`src/logic/cpu_pkg.sv`:
```
package cpu_pkg;

   localparam int WORD_W = 16;
   localparam int REG_AW = 3;

   // top field of the instruction, codes 11 to 15 are illegal
   typedef enum logic [3:0] {
      OP_HALT = 4'd0,
      OP_NOP  = 4'd1,
      OP_ADD  = 4'd2,
      OP_SUB  = 4'd3,
      OP_AND  = 4'd4,
      OP_XOR  = 4'd5,
      OP_ADDI = 4'd6,
      OP_LBI  = 4'd7,
      OP_LD   = 4'd8,
      OP_ST   = 4'd9,
      OP_BEQZ = 4'd10
   } opcode_e;

   typedef enum logic [2:0] {
      ALU_ADD,
      ALU_SUB,
      ALU_AND,
      ALU_XOR,
      ALU_PASS_B
   } alu_op_e;

   // per-instruction control, all zero is a nop
   typedef struct packed {
      alu_op_e alu_op;
      logic    use_imm;
      logic    reg_we;
      logic    mem_rd;
      logic    mem_wr;
      logic    is_branch;
      logic    is_halt;
   } ctrl_t;

   typedef struct packed {
      logic              valid;
      logic [WORD_W-1:0] pc;
      logic [WORD_W-1:0] instr;
   } if_id_t;

   typedef struct packed {
      logic              valid;
      ctrl_t             ctrl;
      logic [WORD_W-1:0] pc;
      logic [REG_AW-1:0] rs;
      logic [REG_AW-1:0] rt;
      logic [REG_AW-1:0] dst;
      logic [WORD_W-1:0] op_a;
      logic [WORD_W-1:0] op_b;
      logic [WORD_W-1:0] imm;
      logic [REG_AW-1:0] st_reg;
   } id_ex_t;

   typedef struct packed {
      logic              valid;
      ctrl_t             ctrl;
      logic [REG_AW-1:0] dst;
      logic [WORD_W-1:0] alu_result;
      logic [WORD_W-1:0] store_data;
   } ex_mem_t;

   typedef struct packed {
      logic              valid;
      logic              reg_we;
      logic [REG_AW-1:0] dst;
      logic [WORD_W-1:0] wb_data;
   } mem_wb_t;

endpackage

```
`src/logic/cpu_ifs.sv`:
```
`timescale 1ns/100ps

// stall, flush and redirect between fetch, decode and execute
interface hazard_if;
   logic                       stall;
   logic                       flush;
   logic [cpu_pkg::WORD_W-1:0] redirect_pc;
   logic [cpu_pkg::REG_AW-1:0] ex_load_dst;
   logic                       ex_is_load;

   modport fetch_mp (
      input stall,
      input flush,
      input redirect_pc
   );

   modport decode_mp (
      output stall,
      input  flush,
      input  ex_load_dst,
      input  ex_is_load
   );

   modport execute_mp (
      output flush,
      output redirect_pc,
      output ex_load_dst,
      output ex_is_load
   );
endinterface


```
`src/logic/fetch_stage.sv`:
```
`timescale 1ns/100ps

module fetch_stage #(
   parameter int IMEM_WORDS = 256
) (
   input  logic                          clk,
   input  logic                          arst_n,
   input  logic                          imem_we,
   input  logic [$clog2(IMEM_WORDS)-1:0] imem_addr,
   input  logic [cpu_pkg::WORD_W-1:0]    imem_wdata,
   input  logic                          halted,
   hazard_if.fetch_mp                    hz,
   output cpu_pkg::if_id_t               if_id
);

   localparam int IA_W = $clog2(IMEM_WORDS);

   logic [cpu_pkg::WORD_W-1:0] imem [IMEM_WORDS];
   logic [cpu_pkg::WORD_W-1:0] pc;
   logic [IA_W-1:0]            fetch_idx;

   // program load port, usable while the core sits in reset
   always_ff @(posedge clk) begin
      if (imem_we) begin
         imem[imem_addr] <= imem_wdata;
      end
   end

   // pc wraps onto the memory depth
   assign fetch_idx = pc[IA_W-1:0];

   always_ff @(posedge clk or negedge arst_n) begin
      if (!arst_n) begin
         pc    <= '0;
         if_id <= '0;
      end else if (!halted) begin
         if (hz.flush) begin
            // taken branch in execute, drop the younger fetch
            pc          <= hz.redirect_pc;
            if_id.valid <= 1'b0;
         end else if (!hz.stall) begin
            pc          <= pc + 1'b1;
            if_id.valid <= 1'b1;
            if_id.pc    <= pc;
            if_id.instr <= imem[fetch_idx];
         end
         // stall holds both pc and if_id
      end
   end

endmodule

```
`src/flat_wrapper.sv`:
```
// flat-port wrapper written by rule: the top's interface ports become plain ports
module fetch_stage_flat 
#(
   parameter int IMEM_WORDS = 256
)
  (clk, arst_n, imem_we, imem_addr, imem_wdata, halted, if_id, hz_stall, hz_flush, hz_redirect_pc);
  hazard_if hz_i ();
  input  logic clk;
  input  logic arst_n;
  input  logic imem_we;
  input  logic [$clog2(IMEM_WORDS)-1:0] imem_addr;
  input  logic [cpu_pkg::WORD_W-1:0] imem_wdata;
  input  logic halted;
  output cpu_pkg::if_id_t if_id;
  input wire logic [$bits(hz_i.stall)-1:0] hz_stall;
  input wire logic [$bits(hz_i.flush)-1:0] hz_flush;
  input wire logic [$bits(hz_i.redirect_pc)-1:0] hz_redirect_pc;
  assign hz_i.stall = hz_stall;
  assign hz_i.flush = hz_flush;
  assign hz_i.redirect_pc = hz_redirect_pc;
  fetch_stage #(.IMEM_WORDS(IMEM_WORDS)) u_core (.clk(clk), .arst_n(arst_n), .imem_we(imem_we), .imem_addr(imem_addr), .imem_wdata(imem_wdata), .halted(halted), .hz(hz_i), .if_id(if_id));
endmodule
```
`config.mk`:
```
export PLATFORM = sky130hd
export DESIGN_NAME = fetch_stage_flat
export DESIGN_NICKNAME = d
export VERILOG_FILES = /design/src/logic/cpu_pkg.sv /design/src/logic/cpu_ifs.sv /design/src/logic/fetch_stage.sv /design/src/flat_wrapper.sv
export SDC_FILE = /design/constraint.sdc
export NUM_CORES = 2
export LEC_CHECK = 0
export BUFFER_PORTS_ARGS = -buffer_cell sky130_fd_sc_hd__clkbuf_2
export CELL_PAD_IN_SITES_DETAIL_PLACEMENT = 1
export CELL_PAD_IN_SITES_GLOBAL_PLACEMENT = 1
export CORE_MARGIN = 8
export CORE_UTILIZATION = 45
export CTS_BUF_LIST = sky130_fd_sc_hd__clkbuf_2 sky130_fd_sc_hd__clkbuf_4 sky130_fd_sc_hd__clkbuf_8
export CTS_CLUSTER_DIAMETER = 200
export DETAILED_ROUTE_END_ITERATION = 12
export PLACE_DENSITY = 0.68
export SETUP_SLACK_MARGIN = 0.02
export SLEW_MARGIN = 20
export SYNTH_ARGS = -nofsm -noshare
export SYNTH_HDL_FRONTEND = slang
export SYNTH_SLANG_ARGS = --single-unit
```
`constraint.sdc`:
```
create_clock -name clk -period 2.5 [get_ports clk]
set_input_delay 0.375 -clock clk [delete_from_list [all_inputs] [get_ports clk]]
set_output_delay 0.375 -clock clk [all_outputs]
set_load 0.05 [all_outputs]
```
==> Word level (Yosys, flattened, before mapping) <==
Memory sizes are Yosys's and may differ from the RTL's.
Index checks and enable logic that the tools add are counted.
{ "classes": {"n_shift": 0, "n_mul": 0, "n_div": 0, "mux": 6, "bitwise_logic": 3, "eq_ne": 1, "addsub": 1, "n_lt_le_gt_ge": 0, "reduce_logical": 2} }
{ "op_table": {"columns": ["cell", "n"], "rows": [
  ["33-bit two-way mux", 1],
  ["16-bit two-way mux", 2],
  ["16-bit by 1-bit adder with 16-bit output, second input constant", 1],
  ["1-bit two-way mux", 3],
  ["1-bit NOT", 3],
  ["3-bit AND reduction", 1],
  ["2-bit by 1-bit != test with 1-bit output, second input constant", 1],
  ["2-bit AND reduction", 1]
]} }
{ "word_totals": {"ram_bits": 4096, "latch_bits": 0, "mem_bits_ro": 0, "out_inout_bits": 33, "word_cells": 18, "ff_bits": 49, "n_memories": 1, "in_bits": 46} }
{ "memory_table": {"columns": ["name", "words", "word_bits", "read_ports", "rd_ports_with_merged_regs", "wr", "line_no", "text"], "rows": [
  ["u_core.imem", 256, 16, 1, 0, 1, "fetch_stage.sv:18", "logic [cpu_pkg::WORD_W-1:0] imem [IMEM_WORDS];"]
]} }

==> Depth between registers and ports, before layout <==
{ "logic_depth": {"depth_word": 3, "mapped_depth": 12, "mapped_depth_nobuf": 6} }

==> Worst setup path after synthesis <==
OpenSTA, ideal clock, no wires.
{ "synth_timing": {"path_type": "input -> register", "startpoint": "input imem_addr[3]", "endpoint": "memory u_core.imem[235][0] (netlist name) (enable)", "cell_stages": 6, "slack_ns": -0.040, "n_path_buf": 3, "t_arrival_ns": 2.152, "t_required_ns": 2.112, "setup_ns": 0.388, "path_cell_list": "clkbuf_1 > nor2b_1 > clkbuf_1 > nand4_1 > clkbuf_1 > nor2_1"} }
{ "synth_rtl": {"columns": ["element", "line_no", "text"], "rows": [
  ["start, declared", "flat_wrapper.sv:11", "input logic [$clog2(IMEM_WORDS)-1:0] imem_addr;"],
  ["end, declared", "fetch_stage.sv:18", null]
]} }
No word-level cell before the write port.

==> Worst setup path in the final report <==
{ "layout_timing": {"startpoint": "register u_core.pc[0] (netlist name)", "endpoint": "register, netlist name u_core.if_id[2]"} }
{ "layout_via": {"elab_chain_len": 1} }
{ "layout_lines": {"columns": ["element", "line_no", "text"], "rows": [
  ["start, declared", "fetch_stage.sv:19", "logic [cpu_pkg::WORD_W-1:0] pc;"],
  ["start signal, assigned", "fetch_stage.sv:39", "pc <= hz.redirect_pc;"],
  ["start signal, assigned", "fetch_stage.sv:42", "pc <= pc + 1'b1;"],
  ["memory 256 x 16 bit", null, null]
]} }
Every way passes these cells.
A chain may end at the register's enable or synchronous reset.

==> flow_summary.toml <==
[setup_path]
crit_fanout = 8
critPathCaptureType = "flip-flop"
cp_top_family = "buffers and inverters"
cp.arrival_ps = 4500
crit_path_max_incr_delay_ps = 510
critical_path_class = "flip-flop to flip-flop"
crit_required_ps = 3540
cp-start-kind = "flip-flop"
cp_num_buf_inv = 7
path_cells = "buf_12 -> buf_12 -> buf_16 -> buf_12 -> mux4_2 -> a22o_1 -> o21ai_2 -> buf_4 -> a41oi_2 -> buf_4 -> nor4_4 -> buf_4 -> o31ai_1"
slowest_stage = "mux4_2"

[clock_tree]
clock-sinks = 4145
cts_buffer_depth = 4
tritoncts = "yes"
clk_latency_ps = 1230
clockRootBuffer = "clkbuf_8"
clkTransAtPathRegs_ps = 60
h-tree-depth = 6
cts_buffers = 653

[logic_synthesis]
ys_types = 54
synth_edf_count = 4096
yosys.area.top_type_share_pct = 77.0
syn_area_per_cell_um2 = 21.4
ys_seq_elements = 4145
syn_inst = 7446
synth-warning-count = 0
yosysSeqAreaShare_pct = 77.8
synth_ff_type = "edfxtp_1"
syn_nets = 7493
async_flop_share_pct = 1.18
netlist_area_mm2 = 0.160
ys_top_cells_by_area = "edfxtp_1 77%, mux4_2 11%, mux2i_1 3.4%"
synth_top_cell_by_area = "edfxtp_1"

[finish]
seq_area_mm2 = 0.124
multiInputGateArea_mm2 = 0.0343
drive_gt1_share_pct = 35.5
n_fill_cell = 30900
area_growth_pct = 20.6
fin_area_mm2 = 0.193
final_cell_mix = "4096 x edfxtp_1, 815 x mux4_2, 723 x buf_4, 684 x clkbuf_8, 544 x mux2i_1"
final_common_cell = "edfxtp_1"
final_nets = 8991

[route]
drc = 0
first_pass_iters = 6
drtIter0Drc = 10700
vias_per_cell = 6.10
wl_per_cell_um = 33.8
ant_nets = 0
drt-total-wl_mm = 479
dr_total_vias = 86500

[power_and_ir_drop]
p_clk_share_pct = 34.4
p_int_mw = 119
pwr-share-seq_pct = 47.5
p_sw_share_pct = 27.2
leakage_nw = 62.4
ir_drop_mv = 0.515
power_switching_mw = 44.4
power.density_mw_per_mm2 = 848
pwr-share-comb_pct = 18.1

[place]
io_buffer_count = 78
dp.final_hpwl_mm = 293
globalplace.congestion = 0.887
place_area_mm2 = 0.176

[run_status]
status = "finished, violations left"
violations = "negative setup slack"

[die]
rows = 218
dieArea_mm2 = 0.374
start_util_pct = 45.2
io_pins = 79
fp.dieH_um = 612
core_area_mm2 = 0.353
die_w_um = 612

[timing]
fmax_mhz = 289
hold_slack_ps = 125
period_minus_slack_ps = 3460
fin_crit_sh_pct = 138
final_max_slew_viol_count = 0
hold_viol = 0
tightest_slew_ps = 1220
setup_viol = 26
worst_slack_ps = -958
maxSlewHeadroom_pct = 18.3
rsz0062_at_grt = "true"
fin_worst_skew_ps = 93.6

[global_routing]
grt_pass1_wl_mm = 664
antenna_found_initial = 29
grtUsageTotal_pct = 24.6
overflow = 0
grt_pass1_vias = 89200
grt_max_degree = 143

[min_path]
hold_class = "input port to flip-flop"

[run]
drv_cap = 0
[flip-flops by register name, indices dropped and copies added, names as in the netlist]
signal and flops:
u_core.if_id 33, u_core.imem 4096, u_core.pc 16
[worst paths after layout]
| path | end | slack, ps | cells after the start | start |
|---|---|---|---|---|
| max in group asynchronous | u_core.pc[0] | 310 | 4 | arst_n |
| min in group asynchronous | u_core.pc[10] | 470 | 4 | arst_n |
| min reg2reg | u_core.if_id[19] | 510 | 2 | u_core.if_id[19] |
| max | u_core.if_id[2] | -960 | 13 | u_core.pc[0] |
| min | u_core.imem[205][14] | 130 | 5 | imem_addr[3] |
| max reg2reg | u_core.if_id[2] | -960 | 13 | u_core.pc[0] |
[layout make-up]
class / instances / area share (%)
Sequential cell: 4145 / 64.5
Multi-Input combinational cell: 2833 / 17.8
Timing Repair Buffer: 1299 / 8.09
Clock buffer: 896 / 5.69
Tap cell: 4730 / 3.07
Clock inverter: 245 / 0.750
Inverter: 12 / 0.0286
Antenna cell: 14 / 0.0182
[Yosys cell counts (all sizes together) (3+ instances only)]
master	instances
and2	7
nand2b	19
a2111oi	3
nor2b	14
mux2i	544
a21oi	128
buf	220
a211oi	6
nand4	26
inv	11
edfxtp	4096
o221ai	207
a22o	139
o22ai	163
o21bai	15
or2	4
nor3	68
and3	4
o21ai	135
a221o	15
nor4	20
nor2	293
dfrtp	49
mux4	815
nand3	32
mux2	53
a22oi	8
a41oi	15
nand2	62
o31ai	17
clkbuf	236
[per-stage QoR]
| stage | std cells | utilization, % | TNS [ps] | power [mW] | setup slack [ps] |
|---|---|---|---|---|---|
| after CTS | 14000 | 54.0 | -13140 | 162 | -895 |
| final | 14200 | 54.6 | -14390 | 163 | -958 |
| after floorplan | 7446 | - | -31780 | 92.4 | -40.0 |
| after detailed placement | 12800 | 50.0 | -21980 | 106 | -1640 |
| after global routing | 14200 | 54.6 | -15270 | 167 | -979 |
| after global placement | 12800 | 49.9 | -22130 | 105 | -1600 |
[kinds of logic (layout without fill, tap and decap cells)]
| family | count (synthesis) | in the layout | synth area share [%] |
|---|---|---|---|
| mux | 1412 | 1412 | 15.3 |
| compound gates | 863 | 863 | 3.83 |
| simple gates | 557 | 557 | 1.61 |
| fa+ha+maj | 1 | 1 | 0.00783 |
| other cells | 0 | 14 | 0 |
| buf+inv | 468 | 2452 | 1.47 |
| flops | 4145 | 4145 | 77.8 |
[worst reg2reg max path: cells and delay by family (launching register included)]
family	cells	cell delay, ps
flip-flops	1	450
AND/OR/NAND/NOR	1	410
buffers and inverters	7	1180
AO/OA/AOI/OAI	4	730
multiplexers	1	510
[power groups by stage]
stage / clock [mW] / sequential, mW / combinational (mW)
after floorplan: 0 / 79.0 / 13.3
after global placement: 0 / 79.0 / 26.0
after detailed placement: 0 / 79.0 / 26.6
after CTS: 56.9 / 77.5 / 28.0
after global routing: 59.5 / 77.4 / 30.5
final: 56.2 / 77.5 / 29.5
[routing by layer]
| metal | track usage, % | vias up | wire (um) |
|---|---|---|---|
| li1 | - | 34700 | - |
| met1 | 33.4 | 46400 | 189000 |
| met2 | 39.4 | 4504 | 229000 |
| met3 | 4.72 | 926 | 40300 |
| met4 | 10.2 | 8 | 20300 |
| met5 | 0 | - | 47 |
[timing repair]
action                     4_1_cts  5_1_grt
gates cloned                     5       14
resized for setup              216      152
hold endpoints to repair      4175        0
pin swaps                        8       31
hold buffers                    63        0
buffers inserted                24      103
setup endpoints to repair       43       28
(Power assumes the default switching activity.)
