===== src/logic/cpu_pkg.sv =====
package cpu_pkg;

   localparam int WORD_W = 16;
   localparam int REG_AW = 3;

   // top field of the instruction, codes 11 to 15 are illegal
   typedef enum logic [3:0] {
      OP_HALT = 4'd0,
      OP_NOP  = 4'd1,
      OP_ADD  = 4'd2,
      OP_SUB  = 4'd3,
      OP_AND  = 4'd4,
      OP_XOR  = 4'd5,
      OP_ADDI = 4'd6,
      OP_LBI  = 4'd7,
      OP_LD   = 4'd8,
      OP_ST   = 4'd9,
      OP_BEQZ = 4'd10
   } opcode_e;

   typedef enum logic [2:0] {
      ALU_ADD,
      ALU_SUB,
      ALU_AND,
      ALU_XOR,
      ALU_PASS_B
   } alu_op_e;

   // per-instruction control, all zero is a nop
   typedef struct packed {
      alu_op_e alu_op;
      logic    use_imm;
      logic    reg_we;
      logic    mem_rd;
      logic    mem_wr;
      logic    is_branch;
      logic    is_halt;
   } ctrl_t;

   typedef struct packed {
      logic              valid;
      logic [WORD_W-1:0] pc;
      logic [WORD_W-1:0] instr;
   } if_id_t;

   typedef struct packed {
      logic              valid;
      ctrl_t             ctrl;
      logic [WORD_W-1:0] pc;
      logic [REG_AW-1:0] rs;
      logic [REG_AW-1:0] rt;
      logic [REG_AW-1:0] dst;
      logic [WORD_W-1:0] op_a;
      logic [WORD_W-1:0] op_b;
      logic [WORD_W-1:0] imm;
      logic [REG_AW-1:0] st_reg;
   } id_ex_t;

   typedef struct packed {
      logic              valid;
      ctrl_t             ctrl;
      logic [REG_AW-1:0] dst;
      logic [WORD_W-1:0] alu_result;
      logic [WORD_W-1:0] store_data;
   } ex_mem_t;

   typedef struct packed {
      logic              valid;
      logic              reg_we;
      logic [REG_AW-1:0] dst;
      logic [WORD_W-1:0] wb_data;
   } mem_wb_t;

endpackage


===== src/logic/cpu_ifs.sv =====
`timescale 1ns/100ps

// stall, flush and redirect between fetch, decode and execute
interface hazard_if;
   logic                       stall;
   logic                       flush;
   logic [cpu_pkg::WORD_W-1:0] redirect_pc;
   logic [cpu_pkg::REG_AW-1:0] ex_load_dst;
   logic                       ex_is_load;

   modport fetch_mp (
      input stall,
      input flush,
      input redirect_pc
   );

   modport decode_mp (
      output stall,
      input  flush,
      input  ex_load_dst,
      input  ex_is_load
   );

   modport execute_mp (
      output flush,
      output redirect_pc,
      output ex_load_dst,
      output ex_is_load
   );
endinterface

// forwarding taps from ex/mem and the write-back port
interface result_if;
   logic                       mem_we;
   logic [cpu_pkg::REG_AW-1:0] mem_dst;
   logic [cpu_pkg::WORD_W-1:0] mem_data;
   logic                       wb_we;
   logic [cpu_pkg::REG_AW-1:0] wb_dst;
   logic [cpu_pkg::WORD_W-1:0] wb_data;

   modport source_mp (
      output mem_we, mem_dst, mem_data,
      output wb_we, wb_dst, wb_data
   );

   modport execute_mp (
      input mem_we, mem_dst, mem_data,
      input wb_we, wb_dst, wb_data
   );

   modport regfile_mp (
      input wb_we, wb_dst, wb_data
   );
endinterface


===== src/logic/execute_stage.sv =====
`timescale 1ns/100ps

module execute_stage (
   input  logic             clk,
   input  logic             arst_n,
   input  logic             halted,
   input  cpu_pkg::id_ex_t  id_ex,
   hazard_if.execute_mp     hz,
   result_if.execute_mp     res,
   output cpu_pkg::ex_mem_t ex_mem
);

   localparam int W  = cpu_pkg::WORD_W;
   localparam int AW = cpu_pkg::REG_AW;

   logic [AW-1:0] b_idx;
   logic [W-1:0]  op_a, op_b;
   logic [W-1:0]  alu_b;
   logic [W-1:0]  alu_y;
   logic          taken;

   // ex/mem is younger than mem/wb so it is checked first
   function automatic logic [W-1:0] fwd(
      input logic [AW-1:0] idx,
      input logic [W-1:0]  reg_val,
      input logic          mem_we,
      input logic [AW-1:0] mem_dst,
      input logic [W-1:0]  mem_data,
      input logic          wb_we,
      input logic [AW-1:0] wb_dst,
      input logic [W-1:0]  wb_data
   );
      if (idx == '0) return reg_val;
      if (mem_we && mem_dst == idx) return mem_data;
      if (wb_we && wb_dst == idx) return wb_data;
      return reg_val;
   endfunction

   assign b_idx = id_ex.ctrl.mem_wr ? id_ex.st_reg : id_ex.rt;

   assign op_a = fwd(id_ex.rs, id_ex.op_a, res.mem_we, res.mem_dst, res.mem_data,
                     res.wb_we, res.wb_dst, res.wb_data);
   assign op_b = fwd(b_idx, id_ex.op_b, res.mem_we, res.mem_dst, res.mem_data,
                     res.wb_we, res.wb_dst, res.wb_data);

   assign alu_b = id_ex.ctrl.use_imm ? id_ex.imm : op_b;

   always_comb begin
      case (id_ex.ctrl.alu_op)
         cpu_pkg::ALU_ADD:    alu_y = op_a + alu_b;
         cpu_pkg::ALU_SUB:    alu_y = op_a - alu_b;
         cpu_pkg::ALU_AND:    alu_y = op_a & alu_b;
         cpu_pkg::ALU_XOR:    alu_y = op_a ^ alu_b;
         cpu_pkg::ALU_PASS_B: alu_y = alu_b;
         default:             alu_y = op_a + alu_b;
      endcase
   end

   // beqz resolves here, the two younger slots get flushed
   assign taken          = id_ex.valid && id_ex.ctrl.is_branch && op_a == '0 && !halted;
   assign hz.flush       = taken;
   assign hz.redirect_pc = id_ex.pc + W'(1) + id_ex.imm;
   assign hz.ex_is_load  = id_ex.valid && id_ex.ctrl.mem_rd;
   assign hz.ex_load_dst = id_ex.dst;

   always_ff @(posedge clk or negedge arst_n) begin
      if (!arst_n) begin
         ex_mem <= '0;
      end else if (!halted) begin
         ex_mem.valid      <= id_ex.valid;
         ex_mem.ctrl       <= id_ex.ctrl;
         ex_mem.dst        <= id_ex.dst;
         ex_mem.alu_result <= alu_y;
         ex_mem.store_data <= op_b;
      end
   end

endmodule


===== src/flat_wrapper.sv =====
// flat-port wrapper written by rule: the top's interface ports become plain ports
module execute_stage_flat 
  (clk, arst_n, halted, id_ex, ex_mem, hz_flush, hz_redirect_pc, hz_ex_load_dst, hz_ex_is_load, res_mem_we, res_mem_dst, res_mem_data, res_wb_we, res_wb_dst, res_wb_data);
  hazard_if hz_i ();
  result_if res_i ();
  input  logic clk;
  input  logic arst_n;
  input  logic halted;
  input  cpu_pkg::id_ex_t id_ex;
  output cpu_pkg::ex_mem_t ex_mem;
  output wire logic [$bits(hz_i.flush)-1:0] hz_flush;
  output wire logic [$bits(hz_i.redirect_pc)-1:0] hz_redirect_pc;
  output wire logic [$bits(hz_i.ex_load_dst)-1:0] hz_ex_load_dst;
  output wire logic [$bits(hz_i.ex_is_load)-1:0] hz_ex_is_load;
  input wire logic [$bits(res_i.mem_we)-1:0] res_mem_we;
  input wire logic [$bits(res_i.mem_dst)-1:0] res_mem_dst;
  input wire logic [$bits(res_i.mem_data)-1:0] res_mem_data;
  input wire logic [$bits(res_i.wb_we)-1:0] res_wb_we;
  input wire logic [$bits(res_i.wb_dst)-1:0] res_wb_dst;
  input wire logic [$bits(res_i.wb_data)-1:0] res_wb_data;
  assign hz_flush = hz_i.flush;
  assign hz_redirect_pc = hz_i.redirect_pc;
  assign hz_ex_load_dst = hz_i.ex_load_dst;
  assign hz_ex_is_load = hz_i.ex_is_load;
  assign res_i.mem_we = res_mem_we;
  assign res_i.mem_dst = res_mem_dst;
  assign res_i.mem_data = res_mem_data;
  assign res_i.wb_we = res_wb_we;
  assign res_i.wb_dst = res_wb_dst;
  assign res_i.wb_data = res_wb_data;
  execute_stage u_core (.clk(clk), .arst_n(arst_n), .halted(halted), .id_ex(id_ex), .hz(hz_i), .res(res_i), .ex_mem(ex_mem));
endmodule

===== config.mk =====
export PLATFORM = sky130hd
export DESIGN_NAME = execute_stage_flat
export DESIGN_NICKNAME = d
export VERILOG_FILES = /design/src/logic/cpu_pkg.sv /design/src/logic/cpu_ifs.sv /design/src/logic/execute_stage.sv /design/src/flat_wrapper.sv
export SDC_FILE = /design/constraint.sdc
export NUM_CORES = 1
export LEC_CHECK = 0
export BUFFER_PORTS_ARGS = -buffer_cell sky130_fd_sc_hd__buf_2
export CAP_MARGIN = 20
export CORE_MARGIN = 2
export CORE_UTILIZATION = 48
export DETAILED_ROUTE_END_ITERATION = 8
export GPL_ROUTABILITY_DRIVEN = 0
export PLACE_DENSITY = 0.85
export SLEW_MARGIN = 40
export SYNTH_ARGS = -nofsm -noshare
export SYNTH_HDL_FRONTEND = slang
export SYNTH_SLANG_ARGS = --single-unit

===== constraint.sdc =====
create_clock -name clk -period 3.4 [get_ports clk]
set_input_delay 0.34 -clock clk [delete_from_list [all_inputs] [get_ports clk]]
set_output_delay 0.34 -clock clk [all_outputs]
set_load 0.1 [all_outputs]

* Word-level counts from Yosys, hierarchy flattened
Index checks and enable logic that the tools add are counted.
** Cells by class
- Add/subtract/negate cells :: 4
- Eq/ne operators :: 8
- Mux-type cells :: 27
- Bitwise gates (word level) :: 2
- Reductions and logical operators :: 12
** Operators by type and width (count)
- $mux W16 :: 13
- $pmux W16 S4 :: 1
- $add A16 B16 Y16 :: 2
- $add A16 B1 Y16 const B :: 1
- $and A16 B16 Y16 :: 1
- $logic_not A16 Y1 :: 1
- $sub A16 B16 Y16 :: 1
- $xor A16 B16 Y16 :: 1
- $eq A3 B3 Y1 :: 4
- $mux W1 :: 12
- $logic_and A1 B1 Y1 :: 8
- $eq A3 B2 Y1 const B :: 2
- $logic_not A3 Y1 :: 2
- $eq A3 B1 Y1 const B :: 1
- $eq A3 B3 Y1 const B :: 1
- $mux W3 :: 1
- $logic_not A1 Y1 :: 1
** Word-level totals
- Register bits after elaboration :: 45
- Output and inout bits :: 66
- Logic and storage cells :: 64

* Logic depth before layout (Yosys ltp)
Gate-level depths: netlist of the first run.
- Word-level depth :: 13
- Gate-level depth with buffers :: 22
- Gate-level depth less buffers :: 19

* Worst setup path before layout of the first run
OpenSTA, ideal clock, no wires.
- Kind :: input-to-output
- Start :: input port res_mem_dst[0]
- End :: output port hz_flush
- Arrival :: 4.678 ns
- Path slack :: -1.618 ns
- Cell stages on the path :: 10
- Buffers on the path :: 2
- Cells stage by stage :: xnor2_1 nand4_1 nand2b_1 clkbuf_1 clkbuf_1 o22a_1 o22a_1 nor4_1 nand2_1 nor4_1
** On the way
- Longest elaborated chain between the ends :: 10
- Elaborated cells on any way between the ends :: 12
- Classes of those cells :: eq/ne (1); mux (7); reduce/logical (4)
** Ends and longest elaborated chain
- start, declared :: RTL line flat_wrapper.sv:16 : input wire logic [$bits(res_i.mem_dst)-1:0] res_mem_dst;
- $eq A3 B3 Y1 (*) :: RTL line execute_stage.sv:34 : if (mem_we && mem_dst == idx) return mem_data;
- $logic_and A1 B1 Y1 (*) :: RTL line execute_stage.sv:34
- $mux W16 :: RTL line execute_stage.sv:34
- $mux W16 :: RTL line execute_stage.sv:35 : if (wb_we && wb_dst == idx) return wb_data;
- $mux W16 :: RTL line execute_stage.sv:36 : return reg_val;
- $mux W16 (*) :: RTL line execute_stage.sv:35
- $mux W16 (*) :: RTL line execute_stage.sv:34
- $logic_not A16 Y1 (*) :: RTL line execute_stage.sv:60 : assign taken = id_ex.valid && id_ex.ctrl.is_branch && op_a == '0 && !halted;
- $logic_and A1 B1 Y1 (*) (2 in series) :: RTL line execute_stage.sv:60
- end, declared :: RTL line flat_wrapper.sv:11 : output wire logic [$bits(hz_i.flush)-1:0] hz_flush;
Mark *: on every way between the ends. The rest lies on a longest branch, timed or not. The select of a mux whose other input is x is not followed.

* Worst setup path after layout of the first run
- Start :: input port id_ex[78] (netlist bit)
- End :: register u_core.ex_mem[30] (netlist name)
** On the way
- Longest elaborated chain between the ends :: 12
- Elaborated cells on any way between the ends :: 23
- Classes of those cells :: add/sub (2); eq/ne (2); mux (14); bitwise (2); reduce/logical (3)
** Ends and longest elaborated chain
- start, declared :: RTL line flat_wrapper.sv:9 : input cpu_pkg::id_ex_t id_ex;
- $mux W3 (*) :: RTL line execute_stage.sv:39 : assign b_idx = id_ex.ctrl.mem_wr ? id_ex.st_reg : id_ex.rt;
- $eq A3 B3 Y1 :: RTL line execute_stage.sv:35
- $logic_and A1 B1 Y1 :: RTL line execute_stage.sv:35
- $mux W1 (2 in series) :: RTL line execute_stage.sv:35
- $mux W1 :: RTL line execute_stage.sv:34
- $mux W16 :: RTL line execute_stage.sv:36
- $mux W16 :: RTL line execute_stage.sv:35
- $mux W16 (*) :: RTL line execute_stage.sv:34
- $mux W16 (*) :: RTL line execute_stage.sv:46 : assign alu_b = id_ex.ctrl.use_imm ? id_ex.imm : op_b;
- $add A16 B16 Y16, or another cell as far along :: RTL line execute_stage.sv:50, execute_stage.sv:55
- $pmux W16 S4 (*) :: RTL line execute_stage.sv:49 : case (id_ex.ctrl.alu_op)
Marked as above.
A chain may end at the register's enable or synchronous reset.

==> results.md, run 1 <==
- GR peak layer: met2
- Internal: 2.01 mW
- Hold Crit Class: in2async
- Failing checks: setup timing
- Max Freq: around 220 MHz
- Placed cell area: 7610 um2
- Period utilization: 132%
- Cells along the critical path: buf_12 > mux2i_4 > mux2_4 > buf_4 > nor4b_1 > mux2i_2 > o211a_4 > and2_4 > a21oi_1 > xnor2_1 > ha_1 > inv_1 > o21bai_1 > a21oi_2 > o21bai_2 > a211oi_2 > o21ai_2 > nand4_1 > a2111oi_4 > or3b_4
- Num ports: 195
- Clock network power share: 13.0%
- Biggest register: u_core.ex_mem
- Critical Path Slowest Stage Cell: nor4b_1
- Detail Placement HPWL: approximately 17 mm
- Post-synthesis compound-gate area fraction: between 20 and 30%
- Worst R2R Path Depth: 3
- Fin. Hold Viols: 0
- Largest net degree at the start of global routing: between 40 and 50
- GRT Overall Usage: 36.0%
- Most frequent cell after synthesis: nand2_1
- Synth-to-Final Area Change: 53.9%
- Area share of the largest cell type after synthesis: about 20%
- Worst ir drop on vdd: approximately 570 uV
- Initial antenna violation count: 1
- Max stage delay on crit path: between 0.4 and 0.5 ns
- Clk root buf: clkbuf_16
- Slew Viols, Final: 0
- Startpoint Class: input pin
- Syn_nets: 839
- Worst endpoint required time: ~3.6 ns
- GR Layer Usage met3: ~6.5%
- Via count: around 7.4k
- Actual slew at the worst max-slew pin: ~0.87 ns
- CTS Buf Count: 5
- Die area: ~12000 um2
- Max Cap Viol: 0
- Vias per inst: ~6.7
- CTS tree: done
- PnR worst setup slack: -1.10 ns
- Register Area: 1130 um2
- #FFs+latches synth: 45
- Library cells used by synthesis: 74
- Antenna Nets Post-Route: 0
- Clock Path Buffers: 2
- XOR/XNOR share of the synthesized area: under 10%
- FF-to-FF Start: u_core.ex_mem[30]
- Mux share of post-synthesis cell area: about 12%
- Vias in the first global route: a little over 7k
- RSZ-0062 raised after global routing: true
- Die width: 111 um
- Antenna cells: 0
- Clock-pin slew on the worst setup and hold paths: around 0.06 ns
- Largest family of logic cells by synthesized area: compound AO/OA/AOI/OAI gates
- Synth area leader: dfrtp_1
- Ys flop type: dfrtp_1
- H-tree depth: 2
- Final Instance Count excl. Fillers: 1108
- Status: finished, violations left
- Crit Path Category: in2reg
- Layout cells sized above 1: 49.4%
- Placed Cells: approximately 1.1k
- GR Util met1: between 40% and 50%
- Async S/R FF share, synth: 100%
- Sw power: approximately 2.4 mW
- Core Footprint: around 11000 um2
- First-pass GRT wire length: around 36 mm
- Minimum period implied by the final worst setup slack: 4.50 ns
- Simple-gate area share of the yosys netlist: between 10% and 20%
- Multi-input gate area: 4670 um2
- Largest registers: u_core.ex_mem (45)
- Grt total ovfl: 0
- CP arrival: roughly 4.7 ns
- CTS Sinks: 45
- Skew-Pair Late Insertion Delay: approximately 0.3 ns
- Synth top area cells: dfrtp_1, ha_1, mux2_2
- Synthesized area: 5510 um2
- Net count, final: between 1k and 1.5k
- Sequential share of the synthesized area: between 20% and 30%
- Synthesized-area fraction occupied by adder cells: approximately 11%
- Drt first pass iters: 6
- Syn Area/Cell: 8.34 um2
- Total Wirelength: between 20 and 30 mm
- Cell area power density: approximately 520 nW/um2
- Initial Utilization: around 49%
- Slew HR: 41.7%
- Worst Setup SP: id_ex[78]
- Post-route cell area: ~8500 um2
- Setup slack at placement: -1.21 ns
- Critical path peak fanout: 7
- Net Sw Frac: 54.5%
- Clk_skew: 0 ns
- Post-synth EDFFs: 0
- Die H: ~110 um
- R2r setup slk: between 2 and 2.5 ns
- CP Capture Type: flop
- Filler cells: between 700 and 800
- DR WL/cell: approximately 23 um
- Top post-synthesis cells by count: nand2_1, ha_1, dfrtp_1, nor2_1, o21ai_0
- Combinational Power Share: a little under three quarters
- IO buf count: 194
- DR DRC count: 0
- DRC violation total after the first TritonRoute iteration: approximately 1.1k
- Part of the power in registers: 15.8%
- Synth Instances: ~660
- Largest register FFs: 45
- FP Rows: 39
- Met2 Use GR: 62.0%
- Setup violators final: 15
- YS warnings: 0
- Pleak: slightly above 4 nW
final cells by class:
| type | instances | share of cell area, % |
|---|---|---|
| Clock buffer | 5 | 1.47 |
| Clock inverter | 3 | 0.546 |
| Inverter | 37 | 1.67 |
| Multi-Input combinational cell | 541 | 55.1 |
| Sequential cell | 45 | 13.3 |
| Tap cell | 143 | 2.11 |
| Timing Repair Buffer | 334 | 25.9 |
stage by stage:
stage	hold WS (ns)	utilization [%]	power, mW	setup TNS [ns]
detailed placement	0.381	67.2	3.44	-12.88
global route	0.102	74.9	4.58	-11.06
CTS	0.0784	71.8	4.16	-5.90
global placement	0.467	67.2	3.39	-10.75
floorplan	0.0444	-	2.67	-8.82
finish	0.0483	74.9	4.43	-10.22
final timing paths:
check                               endpoint
max                        u_core.ex_mem[30]
min                        u_core.ex_mem[32]
max reg2reg                u_core.ex_mem[30]
min reg2reg                u_core.ex_mem[18]
max in group asynchronous  u_core.ex_mem[35]
min in group clk           u_core.ex_mem[39]
power groups by stage:
stage	combinational (mW)	sequential (mW)	clock (mW)
3_3_place_gp	2.69	0.698	0
4_1_cts	2.89	0.696	0.576
3_5_place_dp	2.74	0.703	0
2_1_floorplan	1.22	1.46	0
5_1_grt	3.26	0.709	0.609
6_report	3.15	0.699	0.577
cells by family after synthesis:
group,after synthesis
xor+xnor,43
simple gates,191
compound gates,199
buf+inv,75
flops,45
fa+ha+maj,49
mux,59
metal layers:
metal	wire length, um	up-vias	share of wire, %
met1	8780	3385	34
met2	11900	721	46
met3	3030	237	12
met5	0	-	0
li1	-	3073	-
met4	2290	0	8.8
placed cells by master, fill, tap and decap left out, types with 9 or more instances in the layout:
master,Yosys,final
o21ai_0,43,30
nor2_1,43,38
xnor2_2,1,9
a21oi_2,1,13
buf_2,4,182
a21oi_1,39,26
nand2_1,52,50
nor3_1,12,11
buf_6,1,9
buf_4,4,134
dfrtp_1,45,45
mux2i_1,23,15
o21ai_1,1,9
xnor2_1,33,24
nor4b_1,13,9
xor2_1,9,9
inv_1,35,31
o22a_1,30,30
ha_1,47,41
mux2_2,31,30
nand4_1,14,14
critical path, delay by kind of cell:
family                     cells  cell delay [ns]
AOI/OAI and AO/OA              8             1.74
xor gates and xnor gates       1             0.11
adders and majority gates      1             0.29
buffers and inverters          3             0.32
muxes                          3             0.86
and+or+nand+nor                4             1.06
repair_timing:
item                       in CTS  in global routing
pin swaps                      38                 43
hold buffers                    0                  0
setup endpoints to repair      15                 23
setup buffers                  23                  8
gates resized for setup        42                 71
No activity file was read; power rests on OpenSTA's default activity.
==> inputs of run 2 (changes only) <==
Clock period 3.4 ns to 5.52 ns, I/O delays scaled along.
==> results.md, run 2 (synthesized netlist as in run 1, its figures left out) <==
- Synth-to-Final Area Change: 23.5% (was 53.9%)
- Via count: 6223 (was 7416)
- Most common cell after layout, fill and taps aside: buf_2 (unchanged)
- Skew-Pair Late Insertion Delay: 0.29 ns (was 0.30 ns)
- Max Freq: just under 200 MHz
- Post-route cell area: 6810 um2 (was 8480 um2)
- CTS Sinks: 45 (unchanged)
- Placed cell area: 6630 um2 (was 7610 um2)
- Core Footprint: 11300 um2 (unchanged)
- Crit Path Category: in2reg (unchanged)
- Worst R2R Path Depth: 3 (unchanged)
- R2r setup slk: 4.45 ns (was 2.32 ns)
- Num ports: 195 (unchanged)
- Setup TNS: 0 ns (was -10.22 ns)
- IO buf count: 194 (unchanged)
- Slew Viols, Final: 0 (unchanged)
- Largest registers: u_core.ex_mem (45) (unchanged)
- Biggest register: u_core.ex_mem (unchanged)
- Status: completed (was finished, violations left)
- Post-CTS sizing: 0 (was 42)
- Cell area power density: 333 nW/um2 (was 522 nW/um2)
- Hold Crit Class: in2async (unchanged)
- Filler cells: 1029 (was 716)
- Fin. Hold Viols: 0 (unchanged)
- Vias in the first global route: 5753 (was 7056)
- Internal: 0.991 mW (was 2.01 mW)
- Clock Path Buffers: 2 (unchanged)
- Most frequent cells in the layout: buf_2, nand2_1, ha_1, dfrtp_1 (was buf_2, buf_4, nand2_1, dfrtp_1, ha_1)
- Max Cap Viol: 0 (unchanged)
- Minimum period implied by the final worst setup slack: approximately 5.2 ns
- Clk_skew: 0 ns (unchanged)
- Total Wirelength: 19.3 mm (was 26.0 mm)
- # Post-CTS Setup Buffers: 0 (was 23)
- Drt first pass iters: 6 (unchanged)
- Largest net degree at the start of global routing: 46 (unchanged)
- Max stage delay on crit path: 0.53 ns (was 0.49 ns)
- Clk root buf: clkbuf_16 (unchanged)
- Clock network power share: 15.4% (was 13.0%)
- Net count, final: 1020 (was 1142)
- Largest register FFs: 45 (unchanged)
- Initial Utilization: 48.7% (unchanged)
- FP Rows: 39 (unchanged)
- Cells along the critical path: buf_2 > mux2i_2 > mux2_4 > or4_1 > a41oi_1 > o21a_1 > ha_1 > nor2_1 > xor2_1 > ha_1 > a21o_1 > a21oi_1 > o21bai_1 > a21oi_1 > o21bai_1 > a211oi_1 > o21ai_0 > nand4_1 > a2111oi_0 > or3b_2 (was buf_12 > mux2i_4 > mux2_4 > buf_4 > nor4b_1 > mux2i_2 > o211a_4 > and2_4 > a21oi_1 > xnor2_1 > ha_1 > inv_1 > o21bai_1 > a21oi_2 > o21bai_2 > a211oi_2 > o21ai_2 > nand4_1 > a2111oi_4 > or3b_4)
- Clock-pin slew on the worst setup and hold paths: 0.07 ns (was 0.06 ns)
- Startpoint Class: input pin (unchanged)
- FF-to-FF Start: u_core.ex_mem[30] (unchanged)
- Multi-input gate area: 4080 um2 (was 4670 um2)
- Die width: 111 um (unchanged)
- Critical Path Slowest Stage Cell: or4_1 (was nor4b_1)
- Sw power: 1.27 mW (was 2.41 mW)
- Slew HR: 40.8% (was 41.7%)
- Actual slew at the worst max-slew pin: 0.888 ns (was 0.866 ns)
- Pleak: 3.21 nW (was 4.02 nW)
- Combinational Power Share: 65.8% (was 71.2%)
- DR WL/cell: 19.5 um (was 23.4 um)
- Worst endpoint required time: 5.69 ns (was 3.64 ns)
- Initial antenna violation count: 2 (was 1)
- Die H: 111 um (unchanged)
- Net Sw Frac: 56.2% (was 54.5%)
- Vias per inst: 6.29 (was 6.69)
- CTS tree: done (unchanged)
- DRC violation total after the first TritonRoute iteration: 677 (was 1073)
- GRT Overall Usage: 29.8% (was 36.0%)
- Part of the power in registers: 18.7% (was 15.8%)
- RSZ-0062 raised after global routing: false (was true)
- First-pass GRT wire length: 29.7 mm (was 35.8 mm)
- Detail Placement HPWL: 15.5 mm (was 16.8 mm)
- Register Area: 1130 um2 (unchanged)
- CP arrival: 5.33 ns (was 4.74 ns)
- Post-Route Utilization: 60.1% (was 74.9%)
- CTS Buf Count: 5 (unchanged)
- Layout cells sized above 1: 32.0% (was 49.4%)
- Period utilization: between 90 and 100%
- CP Capture Type: flop (unchanged)
- Worst ir drop on vdd: 213 uV (was 575 uV)
- Reg2reg end: u_core.ex_mem[30] (unchanged)
- Hold Buf Count CTS: 0 (unchanged)
- Grt total ovfl: 0 (unchanged)
- Die area: 12400 um2 (unchanged)
- Setup violators final: 0 (was 15)
- H-tree depth: 2 (unchanged)
- Critical path peak fanout: 7 (unchanged)
- DR DRC count: 0 (unchanged)
- Antenna Nets Post-Route: 0 (unchanged)
run 2: changes by cell type in the layout (fill, tap and decap cells not counted), moves of 8 or more:
cell     before  now
o21ai_1       9    1
a21oi_1      26   39
buf_4       134   19
xnor2_1      24   33
xnor2_2       9    1
a21oi_2      13    1
buf_6         9    0
o21ai_0      30   43
buf_12        8    0
mux2i_1      15   23
buf_2       182  193
run 2: stage by stage:
stage / power (mW) / setup WS (ns) / instances / hold WS, ns
detailed placement: 1.90 / 0.157 / 978 / 0.464
global placement: 1.88 / 0.258 / 978 / 0.459
CTS: 2.26 / 0.425 / 986 / 0.289
floorplan: 1.61 / 0.0784 / 661 / 0.256
finish: 2.26 / 0.358 / 989 / 0.252
global route: 2.36 / 0.0789 / 988 / 0.310
run 2: how the worst max path moves through the flow:
stage                   start           endpoint  slack (ns)  cells past startpoint
6_report            id_ex[78]  u_core.ex_mem[30]        0.36                     20
5_1_grt             id_ex[78]  u_core.ex_mem[30]        0.08                     20
4_1_cts             id_ex[78]  u_core.ex_mem[30]        0.42                     20
3_5_place_dp        id_ex[78]  u_core.ex_mem[30]        0.16                     20
3_3_place_gp        id_ex[78]  u_core.ex_mem[30]        0.26                     20
2_1_floorplan  res_mem_dst[0]           hz_flush        0.08                     10
run 2: per-layer routing:
metal / vias to the layer above / wire, um / track usage, %
met5: - / 0 / 0
met4: 0 / 969 / 13.7
met3: 80 / 2090 / 6.45
met2: 419 / 8950 / 49.4
met1: 2893 / 7300 / 37.1
li1: 2831 / - / -
run 2: final cells by class:
cell class	instances	area share, %
diodes	3	0.110
repair buffers	212	16.3
clock buffers	6	1.89
clock inverters	2	0.570
multi-input cells	541	59.9
flip-flops and latches	45	16.5
inverters	37	2.04
well taps	143	2.63
run 2: power groups by stage:
stage	sequential [mW]	clock, mW	combinational, mW
4_1_cts	0.425	0.354	1.48
3_5_place_dp	0.431	0	1.47
3_3_place_gp	0.428	0	1.45
5_1_grt	0.433	0.367	1.56
2_1_floorplan	0.897	0	0.709
6_report	0.424	0.349	1.49
run 2: critical path: cells and delay by family:
kind                     cells  cell delay (ns)
AO/OA/AOI/OAI               10             1.94
XOR/XNOR                     1             0.15
adder cells (fa/ha/maj)      2             0.52
buffers and inverters        1             0.24
multiplexers                 2             0.66
AND/OR/NAND/NOR              4             1.24
